[config.mk]
export PLATFORM = sky130hd
export DESIGN_NAME = controlPath
export DESIGN_NICKNAME = d
export VERILOG_FILES = /design/src/hdl/mipsPkg.sv /design/src/hdl/aluDecoder.sv /design/src/hdl/controlDecoder.sv /design/src/hdl/forwardSelect.sv /design/src/hdl/memMapDecoder.sv /design/src/hdl/controlPath.sv
export VERILOG_INCLUDE_DIRS = /design/src /design/src/hdl
export SDC_FILE = /design/constraint.sdc
export NUM_CORES = 1
export LEC_CHECK = 0
export BUFFER_PORTS_ARGS = -buffer_cell sky130_fd_sc_hd__buf_2
export CAP_MARGIN = 20
export CELL_PAD_IN_SITES_DETAIL_PLACEMENT = 2
export CELL_PAD_IN_SITES_GLOBAL_PLACEMENT = 2
export CORE_MARGIN = 10
export CORE_UTILIZATION = 24
export DETAILED_ROUTE_END_ITERATION = 8
export HOLD_SLACK_MARGIN = 0.08
export PLACE_DENSITY_LB_ADDON = 0.1
export SETUP_SLACK_MARGIN = 0.3
export SYNTH_ARGS = -nofsm -noshare
export SYNTH_HDL_FRONTEND = slang
export SYNTH_HIERARCHICAL = 1
export SYNTH_SLANG_ARGS = --single-unit
[constraint.sdc]
create_clock -name clk -period 3.6 [get_ports clk]
set_input_delay 0.36 -clock clk [delete_from_list [all_inputs] [get_ports clk]]
set_output_delay 0.36 -clock clk [all_outputs]
set_load 0.02 [all_outputs]
[src/hdl/mips_config.svh]
`ifndef MIPS_CONFIG_SVH
`define MIPS_CONFIG_SVH

`default_nettype none

// UART register map
`define UART_RX_READY_ADDR 32'h8000_0000
`define UART_TX_READY_ADDR 32'h8000_0004
`define UART_TX_DATA_ADDR  32'h8000_0008
`define UART_RX_DATA_ADDR  32'h8000_000c

// Region bits within address[31:28]
// Bit 3 must be clear for either memory region
`define IM_REGION_BIT 1
`define DM_REGION_BIT 0

`default_nettype wire

`endif

[src/hdl/mipsPkg.sv]
`default_nettype none

package mipsPkg;

  // Primary opcode field, instruction[31:26]
  typedef enum logic [5:0] {
    opRType = 6'd0,
    opJ     = 6'd2,
    opJal   = 6'd3,
    opBeq   = 6'd4,
    opBne   = 6'd5,
    opBlez  = 6'd6,
    opBgtz  = 6'd7,
    opAddiu = 6'd9,
    opSlti  = 6'd10,
    opSltiu = 6'd11,
    opAndi  = 6'd12,
    opOri   = 6'd13,
    opXori  = 6'd14,
    opLui   = 6'd15,
    opLb    = 6'd32,
    opLh    = 6'd33,
    opLw    = 6'd35,
    opLbu   = 6'd36,
    opLhu   = 6'd37,
    opSb    = 6'd40,
    opSh    = 6'd41,
    opSw    = 6'd43
  } opcodeT;

  // R-type function field, instruction[5:0]
  typedef enum logic [5:0] {
    fnSll  = 6'd0,
    fnSrl  = 6'd2,
    fnSra  = 6'd3,
    fnJr   = 6'd8,
    fnJalr = 6'd9,
    fnAddu = 6'd33,
    fnSubu = 6'd35,
    fnAnd  = 6'd36,
    fnOr   = 6'd37,
    fnXor  = 6'd38,
    fnNor  = 6'd39,
    fnSlt  = 6'd42,
    fnSltu = 6'd43
  } functT;

  typedef enum logic [3:0] {
    aluAdd, aluSub, aluAnd, aluOr, aluXor, aluNor,
    aluSlt, aluSltu, aluSll, aluSrl, aluSra, aluLui
  } aluOpT;

  typedef enum logic [1:0] {
    pcNext     = 2'b00,
    pcBranch   = 2'b01,
    pcRegister = 2'b10,
    pcJump     = 2'b11
  } pcSelT;

  // ALU operand source
  typedef enum logic [1:0] {
    selZero      = 2'b00,
    selRegister  = 2'b01,
    selForwarded = 2'b10,
    selImmediate = 2'b11
  } operandSelT;

endpackage

`default_nettype wire

[src/hdl/aluDecoder.sv]
`timescale 1ns/1ps
`default_nettype none

module aluDecoder import mipsPkg::*; (
  input  opcodeT opcode,
  input  functT  funct,
  output aluOpT  aluOp
);

  always_comb begin
    aluOp = aluAdd;
    case (opcode)
      // Register forms select by funct
      opRType: begin
        case (funct)
          fnSll:   aluOp = aluSll;
          fnSrl:   aluOp = aluSrl;
          fnSra:   aluOp = aluSra;
          fnAddu:  aluOp = aluAdd;
          fnSubu:  aluOp = aluSub;
          fnAnd:   aluOp = aluAnd;
          fnOr:    aluOp = aluOr;
          fnXor:   aluOp = aluXor;
          fnNor:   aluOp = aluNor;
          fnSlt:   aluOp = aluSlt;
          fnSltu:  aluOp = aluSltu;
          // jr and jalr just pass rs through the adder
          default: aluOp = aluAdd;
        endcase
      end

      // Immediate group
      opAddiu: aluOp = aluAdd;
      opSlti:  aluOp = aluSlt;
      opSltiu: aluOp = aluSltu;
      opAndi:  aluOp = aluAnd;
      opOri:   aluOp = aluOr;
      opXori:  aluOp = aluXor;
      opLui:   aluOp = aluLui;

      // Compare for branch outcome
      opBeq, opBne, opBlez, opBgtz: aluOp = aluSub;

      // Address generation and link
      opLb, opLh, opLw, opLbu, opLhu,
      opSb, opSh, opSw,
      opJ, opJal: aluOp = aluAdd;

      default: aluOp = aluAdd;
    endcase
  end

endmodule

`default_nettype wire

[src/hdl/controlDecoder.sv]
`timescale 1ns/1ps
`default_nettype none

module controlDecoder import mipsPkg::*; (
  input  logic        rstN,
  input  logic [31:0] instruction,
  input  logic        branch,
  input  logic [1:0]  offset,
  output pcSelT       pcSel,
  output logic [1:0]  regDst,
  output logic        regWrite,
  output logic        memRead,
  output logic        memWrite,
  output logic [3:0]  storeMask
);

  opcodeT op;
  functT  funct;
  logic   isRType;
  logic   isImm;
  logic   isLoad;
  logic   isStore;
  logic   isJumpReg;

  assign op    = opcodeT'(instruction[31:26]);
  assign funct = functT'(instruction[5:0]);

  // Instruction classes
  assign isRType   = (op == opRType);
  assign isImm     = (op >= opAddiu) && (op <= opLui);
  assign isLoad    = op inside {opLb, opLh, opLw, opLbu, opLhu};
  assign isStore   = op inside {opSb, opSh, opSw};
  assign isJumpReg = isRType && ((funct == fnJr) || (funct == fnJalr));

  always_comb begin
    // Branch taken overrides everything else
    if (branch) begin
      pcSel = pcBranch;
    end else if ((op == opJ) || (op == opJal)) begin
      pcSel = pcJump;
    end else if (isJumpReg) begin
      pcSel = pcRegister;
    end else begin
      pcSel = pcNext;
    end

    // Destination: rd, rt, ra or none
    if (isRType) begin
      regDst = 2'b01;
    end else if (isImm || isLoad) begin
      regDst = 2'b00;
    end else if (op == opJal) begin
      regDst = 2'b10;
    end else begin
      regDst = 2'b11;
    end

    regWrite = (isRType && (funct != fnJr)) || isImm || isLoad || (op == opJal);
    memRead  = isLoad;
    memWrite = isStore;

    // Byte lanes, big-endian lane order
    case (op)
      opSb:    storeMask = 4'b1000 >> offset;
      opSh:    storeMask = 4'b1100 >> {offset[1], 1'b0};
      opSw:    storeMask = 4'b1111;
      default: storeMask = 4'b0000;
    endcase

    if (!rstN) begin
      pcSel     = pcNext;
      regDst    = 2'b00;
      regWrite  = 1'b0;
      memRead   = 1'b0;
      memWrite  = 1'b0;
      storeMask = 4'b0000;
    end
  end

endmodule

`default_nettype wire

[src/hdl/forwardSelect.sv]
`timescale 1ns/1ps
`default_nettype none

module forwardSelect import mipsPkg::*; (
  input  logic        clk,
  input  logic        rstN,
  input  logic [31:0] instruction,
  output operandSelT  aluSelA,
  output operandSelT  aluSelB,
  output logic        dinSel
);

  logic [31:0] prevInstr;
  opcodeT      op;
  functT       funct;
  opcodeT      prevOp;
  logic [4:0]  rs;
  logic [4:0]  rt;
  logic [4:0]  writer;

  function automatic operandSelT fwdSel(input logic [4:0] src, input logic [4:0] wr);
    return ((wr != 5'd0) && (src == wr)) ? selForwarded : selRegister;
  endfunction

  // Cleared value is sll r0, never forwards
  always_ff @(posedge clk) begin
    if (!rstN) begin
      prevInstr <= '0;
    end else begin
      prevInstr <= instruction;
    end
  end

  assign op     = opcodeT'(instruction[31:26]);
  assign funct  = functT'(instruction[5:0]);
  assign rs     = instruction[25:21];
  assign rt     = instruction[20:16];
  assign prevOp = opcodeT'(prevInstr[31:26]);

  // Register written by the previous instruction, 0 means none
  always_comb begin
    if (prevOp == opRType) begin
      writer = prevInstr[15:11];
    end else if (((prevOp >= opAddiu) && (prevOp <= opLui))
                 || (prevOp inside {opLb, opLh, opLw, opLbu, opLhu, opSb, opSh, opSw})) begin
      writer = prevInstr[20:16];
    end else begin
      writer = 5'd0;
    end
  end

  always_comb begin
    aluSelA = selRegister;
    aluSelB = selRegister;
    dinSel  = 1'b0;
    if ((op == opJal) || ((op == opRType) && (funct == fnJalr))) begin
      aluSelA = selZero;
      aluSelB = selZero;
    end else if ((op == opRType) && (funct inside {fnSll, fnSrl, fnSra})) begin
      // Shift amount goes in on A
      aluSelA = selImmediate;
      aluSelB = fwdSel(rt, writer);
    end else if ((op == opRType) || ((op >= opBeq) && (op <= opBgtz))) begin
      aluSelA = fwdSel(rs, writer);
      aluSelB = fwdSel(rt, writer);
    end else if (((op >= opAddiu) && (op <= opLui))
                 || (op inside {opLb, opLh, opLw, opLbu, opLhu, opSb, opSh, opSw})) begin
      aluSelA = fwdSel(rs, writer);
      aluSelB = selImmediate;
      // Store data taken from the forwarded result
      dinSel  = (writer != 5'd0) && (rt == writer);
    end

    if (!rstN) begin
      aluSelA = selZero;
      aluSelB = selZero;
      dinSel  = 1'b0;
    end
  end

endmodule

`default_nettype wire

[src/hdl/memMapDecoder.sv]
`timescale 1ns/1ps
`include "mips_config.svh"
`default_nettype none

module memMapDecoder import mipsPkg::*; (
  input  logic [31:0] address,
  input  logic [1:0]  offset,
  input  logic        memRead,
  input  logic        memWrite,
  input  logic [3:0]  storeMask,
  output logic        weIm,
  output logic        weDm,
  output logic [3:0]  imByteSel,
  output logic [3:0]  dmByteSel,
  output logic        reUart,
  output logic        weUart,
  output logic [1:0]  uartSel,
  output logic [1:0]  rdSel
);

  logic [3:0]  region;
  logic [31:0] byteAddr;
  logic        isUart;
  logic        inIm;
  logic        inDm;

  assign region   = address[31:28];
  // Byte lane comes from offset, word from address
  assign byteAddr = {address[31:2], offset};

  // Memory regions need bit 3 of the top nibble clear
  assign inIm = !region[3] && region[`IM_REGION_BIT];
  assign inDm = !region[3] && region[`DM_REGION_BIT];

  assign isUart = (byteAddr == `UART_RX_READY_ADDR) || (byteAddr == `UART_TX_READY_ADDR)
               || (byteAddr == `UART_TX_DATA_ADDR) || (byteAddr == `UART_RX_DATA_ADDR);

  assign weIm      = memWrite && inIm;
  assign weDm      = memWrite && inDm;
  assign imByteSel = weIm ? storeMask : 4'b0000;
  assign dmByteSel = weDm ? storeMask : 4'b0000;

  assign weUart = memWrite && (byteAddr == `UART_TX_DATA_ADDR);
  assign reUart = memRead && (byteAddr == `UART_RX_DATA_ADDR);

  // Status register select, RX data otherwise
  always_comb begin
    if (byteAddr == `UART_RX_READY_ADDR) begin
      uartSel = 2'b01;
    end else if (byteAddr == `UART_TX_READY_ADDR) begin
      uartSel = 2'b10;
    end else begin
      uartSel = 2'b00;
    end
  end

  // Writeback source: UART, ALU or data memory
  always_comb begin
    if (memRead && isUart) begin
      rdSel = 2'b00;
    end else if (memRead && inDm) begin
      rdSel = 2'b10;
    end else begin
      rdSel = 2'b01;
    end
  end

endmodule

`default_nettype wire

[src/hdl/controlPath.sv]
`timescale 1ns/1ps
`default_nettype none

module controlPath import mipsPkg::*; (
  input  logic        clk,
  input  logic        rstN,
  input  logic [31:0] instruction,
  input  logic [31:0] address,
  input  logic [1:0]  offset,
  input  logic        branch,
  output pcSelT       pcSel,
  output logic [1:0]  regDst,
  output logic        regWrite,
  output aluOpT       aluOp,
  output operandSelT  aluSelA,
  output operandSelT  aluSelB,
  output logic        dinSel,
  output logic        weIm,
  output logic        weDm,
  output logic [3:0]  imByteSel,
  output logic [3:0]  dmByteSel,
  output logic        reUart,
  output logic        weUart,
  output logic [1:0]  uartSel,
  output logic [1:0]  rdSel
);

  // Decoder to address map
  logic       memRead;
  logic       memWrite;
  logic [3:0] storeMask;

  aluDecoder aluDecoder_inst (
    .opcode (opcodeT'(instruction[31:26])),
    .funct  (functT'(instruction[5:0])),
    .aluOp  (aluOp)
  );

  controlDecoder controlDecoder_inst (
    .rstN        (rstN),
    .instruction (instruction),
    .branch      (branch),
    .offset      (offset),
    .pcSel       (pcSel),
    .regDst      (regDst),
    .regWrite    (regWrite),
    .memRead     (memRead),
    .memWrite    (memWrite),
    .storeMask   (storeMask)
  );

  forwardSelect forwardSelect_inst (
    .clk         (clk),
    .rstN        (rstN),
    .instruction (instruction),
    .aluSelA     (aluSelA),
    .aluSelB     (aluSelB),
    .dinSel      (dinSel)
  );

  memMapDecoder memMapDecoder_inst (
    .address   (address),
    .offset    (offset),
    .memRead   (memRead),
    .memWrite  (memWrite),
    .storeMask (storeMask),
    .weIm      (weIm),
    .weDm      (weDm),
    .imByteSel (imByteSel),
    .dmByteSel (dmByteSel),
    .reUart    (reUart),
    .weUart    (weUart),
    .uartSel   (uartSel),
    .rdSel     (rdSel)
  );

endmodule

`default_nettype wire

# After elaboration in Yosys (flattened, before gate mapping)
# Cells that the tools add are included.
# totals
regBits,32
latch_bits,0
mem_bits_rw,0
mem_bits_ro,0
out_inout_bits,30
memories,0
# classes
n_addsub,0
mul,0
div_mod_pow,0
order_cmp,6
n_eq_ne,46
shift,2
n_mux,40
bitwise,0
n_reduce_logical,41
# op_table
op,count
$eq A6 B6 Y1 const B,23
$eq A32 B32 Y1 const B,4
$eq A6 B4 Y1 const B,8
$mux W2,23
$pmux W4 S10,1
$pmux W4 S8,1
$eq A6 B2 Y1 const B,4
$eq A6 B3 Y1 const B,4
$logic_not A6 Y1,3
$logic_and A1 B1 Y1,17
$reduce_bool A8 Y1,2
$logic_or A1 B1 Y1,13
$ge A6 B4 Y1 const B,2
$le A6 B4 Y1 const B,2
$mux W4,3
$pmux W4 S3,1
$eq A5 B5 Y1,2
$mux W5,2
$reduce_bool A5 Y1,2
$mux W1,9
$shr A4 B2 Y4 const A,2
$ge A6 B3 Y1 const B,1
$le A6 B3 Y1 const B,1
$ne A6 B4 Y1 const B,1
other kinds (3),4

# Longest topological paths before layout
# depth
word_depth,13
mapped_depth,7
ltp_nobuf,6

# Modules after synthesis
# Netlist, hierarchy kept.
# by_module_without_submodules
mod,n_inst,cells_each,area_each_um2
forwardSelect,1,117,998.5
aluDecoder,1,38,244.0
controlDecoder,1,37,220.2
memMapDecoder,1,28,191.4

# Least setup slack after synthesis
# OpenSTA, ideal clock, no wires.
# synth_timing
path_kind,register to output
startpoint,register forwardSelect_inst.prevInstr[26]
endpoint,output port aluSelA[1]
t_arrival_ns,1.916
required_time_ns,3.240
path_slack_ns,1.324
path_stages_with_launch,8
path_buffers,1
path_cell_list,dfxtp_1 > or3_1 > a32o_1 > buf_6 > a221oi_1 > o21ai_0 > nor4_2 > o21a_1
# synth_via
elab_chain_len,13
word_cells_on_any_way,25
# synth_lines
item,line,text
"start, declared",forwardSelect.sv:13,logic [31:0] prevInstr;
"start signal, assigned",forwardSelect.sv:30,prevInstr <= instruction;
$ge A6 B4 Y1 (tied with other cells),forwardSelect.sv:44,end else if (((prevOp >= opAddiu) && (prevOp <= opLui))
$logic_and A1 B1 Y1 / $reduce_bool A8 Y1 (equally long branches),"forwardSelect.sv:44, forwardSelect.sv:45",
$logic_or A1 B1 Y1,forwardSelect.sv:45,"|| (prevOp inside {opLb, opLh, opLw, opLbu, opLhu, opSb, opSh, opSw})) begin"
$mux W5,forwardSelect.sv:44,
$mux W5 *,forwardSelect.sv:42,if (prevOp == opRType) begin
$eq A5 B5 Y1 / $reduce_bool A5 Y1 (equally long branches),forwardSelect.sv:22,return ((wr != 5'd0) && (src == wr)) ? selForwarded : selRegister;
$logic_and A1 B1 Y1 *,forwardSelect.sv:22,
$mux W2 *,forwardSelect.sv:22,
$mux W2,forwardSelect.sv:66,end else if (((op >= opAddiu) && (op <= opLui))
$mux W2 *,forwardSelect.sv:63,end else if ((op == opRType) || ((op >= opBeq) && (op <= opBgtz))) begin
$mux W2 *,forwardSelect.sv:59,"end else if ((op == opRType) && (funct inside {fnSll, fnSrl, fnSra})) begin"
$mux W2 *,forwardSelect.sv:56,if ((op == opJal) || ((op == opRType) && (funct == fnJalr))) begin
$mux W2 *,forwardSelect.sv:74,if (!rstN) begin
"end, declared",controlPath.sv:15,"output operandSelT aluSelA,"
# Mark *: on every way between the ends. The rest lies on a longest branch, timed or not.

# Worst setup path in the final report
# Ends and elaborated chain as after synthesis.

==> flow_metrics.env <==
export IMPL_cap_violations=0
export IMPL_maxSlewViolCount=0
export IMPL_tightest_slew_ps=649
export IMPL_fp_dieH_um=103
export IMPL_fin_crit_sh_pct=80.4
export IMPL_wirelength_um=6660
export IMPL_crit_slowest_cell="nor4_2"
export IMPL_end_kind="primary output"
export IMPL_met2_length_um=3460
export IMPL_netlist_area_leader_share_pct=19.4
export IMPL_top_layer_used="met4"
export IMPL_gr_total_overflow=0
export IMPL_synth_simple_area_share_pct=46.4
export IMPL_via_per_inst=5.31
export IMPL_syn_area_um2=1650
export IMPL_cts_tree="built"
export IMPL_yosysWarnings=6
export IMPL_top_regs="forwardSelect_inst/prevInstr x16"
export IMPL_drive_above_1_share_pct=36.2
export IMPL_period_needed_ps=2900
export IMPL_cts_sinks=16
export IMPL_muxShareOfSynthArea_pct=1.51
export IMPL_setup_violations_final=0
export IMPL_synth_top_family_by_area="simple AND/OR/NAND/NOR gates"
export IMPL_syn_avg_cell_area_um2=7.52
export IMPL_grt_max_degree=26
export IMPL_row_count=30
export IMPL_synth_edf_count=0
export IMPL_clkTransAtPathRegs_ps=70
export IMPL_diodes=0
export IMPL_grt_pass1_wl_um=10900
export IMPL_min_path_type="in2reg"
export IMPL_cp_start_kind="flop"
export IMPL_critPathRequiredTime_ps=3240
export IMPL_maxSlewHeadroom_pct=55.6
export IMPL_drtIter0Drc=75
export IMPL_dp_hpwl_um=5380
export IMPL_area_growth_pct=34.8
export IMPL_first_pass_iters=4
export IMPL_synth_seq_area_share_pct=19.4
export IMPL_syn_nets=289
export IMPL_synth_ff_type="dfxtp_1"
export IMPL_leakage_nw=1.02
export IMPL_max_flop_register="forwardSelect_inst/prevInstr"
export IMPL_synth_xor_area_share_pct=3.71
export IMPL_ctsResizeCount=0
export IMPL_synth_compound_area_share_pct=25.3
export IMPL_final_cell_mix="buf_2 (91), and2_1 (24), nor2_1 (17)"
export IMPL_io_pins=99
export IMPL_io_buffers=91
export IMPL_synth_fa_ha_area_share_pct=0
export IMPL_synth_cell_types=59
export IMPL_ctsHoldBuffers=0
export IMPL_cp_startpoint="forwardSelect_inst/prevInstr[26]"
export IMPL_fmax_mhz=345
export IMPL_max_stage_delay_ps=410
export IMPL_die_w_um=103
export IMPL_synthTopCellsByArea="dfxtp_1 (19%), and2_1 (9.1%), nor4_1 (4.9%)"
export IMPL_start_util_pct=24.5
export IMPL_met1_length_um=2870
export IMPL_largest_reg_flops=16
export IMPL_layout_commonest_cell="buf_2"
export IMPL_vdd_drop_max_mv=0.0849
export IMPL_dieArea_um2=10600
export IMPL_power_uw=532
export IMPL_post_drt_wl_per_cell_um=17.1
export IMPL_hold_slack_ps=314
export IMPL_synth_top_cell_by_area="dfxtp_1"
export IMPL_fill_cells=831
export IMPL_rsz0062_at_grt="false"
export IMPL_crit_type="reg2out"
export IMPL_tns_ps=0
export IMPL_crit_end="aluSelA[1]"
export IMPL_syn_inst=220
export IMPL_cp_cell_sequence="or3_1, a32o_1, a221oi_1, o21ai_0, nor4_2, o21a_1, buf_2"
export IMPL_drtAntennaViolNets=0
export IMPL_vias=2064
export IMPL_numCtsBuffers=3
export IMPL_postLayoutCoreUtil_pct=33.0
export IMPL_hold_violations=0
export IMPL_cts_setup_buffers=0
export IMPL_ys_ff_latch=16
export IMPL_status="finished clean"
export IMPL_clockBufferDepth=2
export IMPL_crit_arrival_ps=2540
export IMPL_synthArstFlopShare_pct=0
export IMPL_htreeDepth=1
export IMPL_grt_pass1_vias=2255
export IMPL_drc=0
export IMPL_gp_congestion=0.731
export IMPL_wl_met3_um=296
export IMPL_root_buffer="clkbuf_8"
export IMPL_grt_use_total_pct=12.4
export IMPL_nets=379
export IMPL_core_area_um2=6760
export IMPL_power_density_nw_per_um2=239
export IMPL_antenna_found_initial=0
export IMPL_crit_fanout=10
==> metrics by stage <==
stage / cells / worst slack [ps] / cell area [um2]
6_report: 389 / 705 / 2230
5_1_grt: 389 / 506 / 2230
4_1_cts: 389 / 664 / 2230
3_5_place_dp: 385 / 818 / 2170
3_3_place_gp: 385 / 933 / 2170
2_1_floorplan: 220 / 1320 / 1650
==> layer usage <==
layer | global-route usage [%] | vias up
li1 | - | 1016
met1 | 14.9 | 1008
met2 | 22.6 | 38
met3 | 2.28 | 2
met4 | 1.93 | 0
met5 | 0 | -
==> synth_stat cells (2+ instances only) <==
master / count
a22oi_1: 2
a22o_1: 2
and3b_1: 3
o21ai_0: 12
buf_6: 2
nor2b_1: 6
dfxtp_1: 16
nor3_1: 7
and3_1: 6
a22oi_2: 2
nand3_1: 6
nor2_1: 17
nand2b_1: 5
a21oi_1: 13
nand2_1: 12
o22ai_1: 3
o21a_1: 4
xnor2_1: 6
a221oi_1: 3
a2111oi_0: 2
inv_1: 5
nor4_1: 13
o31ai_1: 2
nand4_1: 6
or4_1: 3
and2_1: 24
clkbuf_1: 4
a41o_1: 2
nor3b_1: 2
==> worst min-delay path by stage <==
stage / from / endpoint / slack [ps] / cells past startpoint
2_1_floorplan: instruction[26] / forwardSelect_inst/prevInstr[26] / 480 / 1
3_3_place_gp: instruction[15] / forwardSelect_inst/prevInstr[15] / 570 / 2
3_5_place_dp: instruction[13] / forwardSelect_inst/prevInstr[13] / 570 / 2
4_1_cts: instruction[15] / forwardSelect_inst/prevInstr[15] / 310 / 2
5_1_grt: instruction[13] / forwardSelect_inst/prevInstr[13] / 310 / 2
6_report: instruction[15] / forwardSelect_inst/prevInstr[15] / 310 / 2
==> area by class of cell <==
type                    instances  area [um2]  share of cell area (%)
multi-input cells             192        1270                    57.1
clock buffers                   4        55.1                    2.47
repair buffers                 92         463                    20.8
flip-flops and latches         16         320                    14.4
inverters                       5        18.8                   0.842
well taps                      80         100                    4.49
==> worst max-delay path, delay by kind of cell, from the launching register on <==
family,cells,cell delay (ps)
buffers and inverters,1,160
flip-flops,1,320
AND/OR/NAND/NOR,2,800
AO/OA/AOI/OAI,4,1000
==> where the power goes <==
| group | internal, mW | leakage, nW | switching (mW) |
|---|---|---|---|
| clock | 0.0969 | 0.0288 | 0.0638 |
| combinational | 0.0745 | 0.859 | 0.101 |
| sequential | 0.187 | 0.133 | 0.00942 |
==> logic make-up (layout without fill, tap and decap cells) <==
logic type | count (synthesis) | after routing
compound gates | 58 | 58
xor+xnor | 7 | 7
buf+inv | 12 | 101
flops | 16 | 16
mux | 2 | 2
simple gates | 125 | 125
Note: power is estimated with default switching activity, not from simulation.
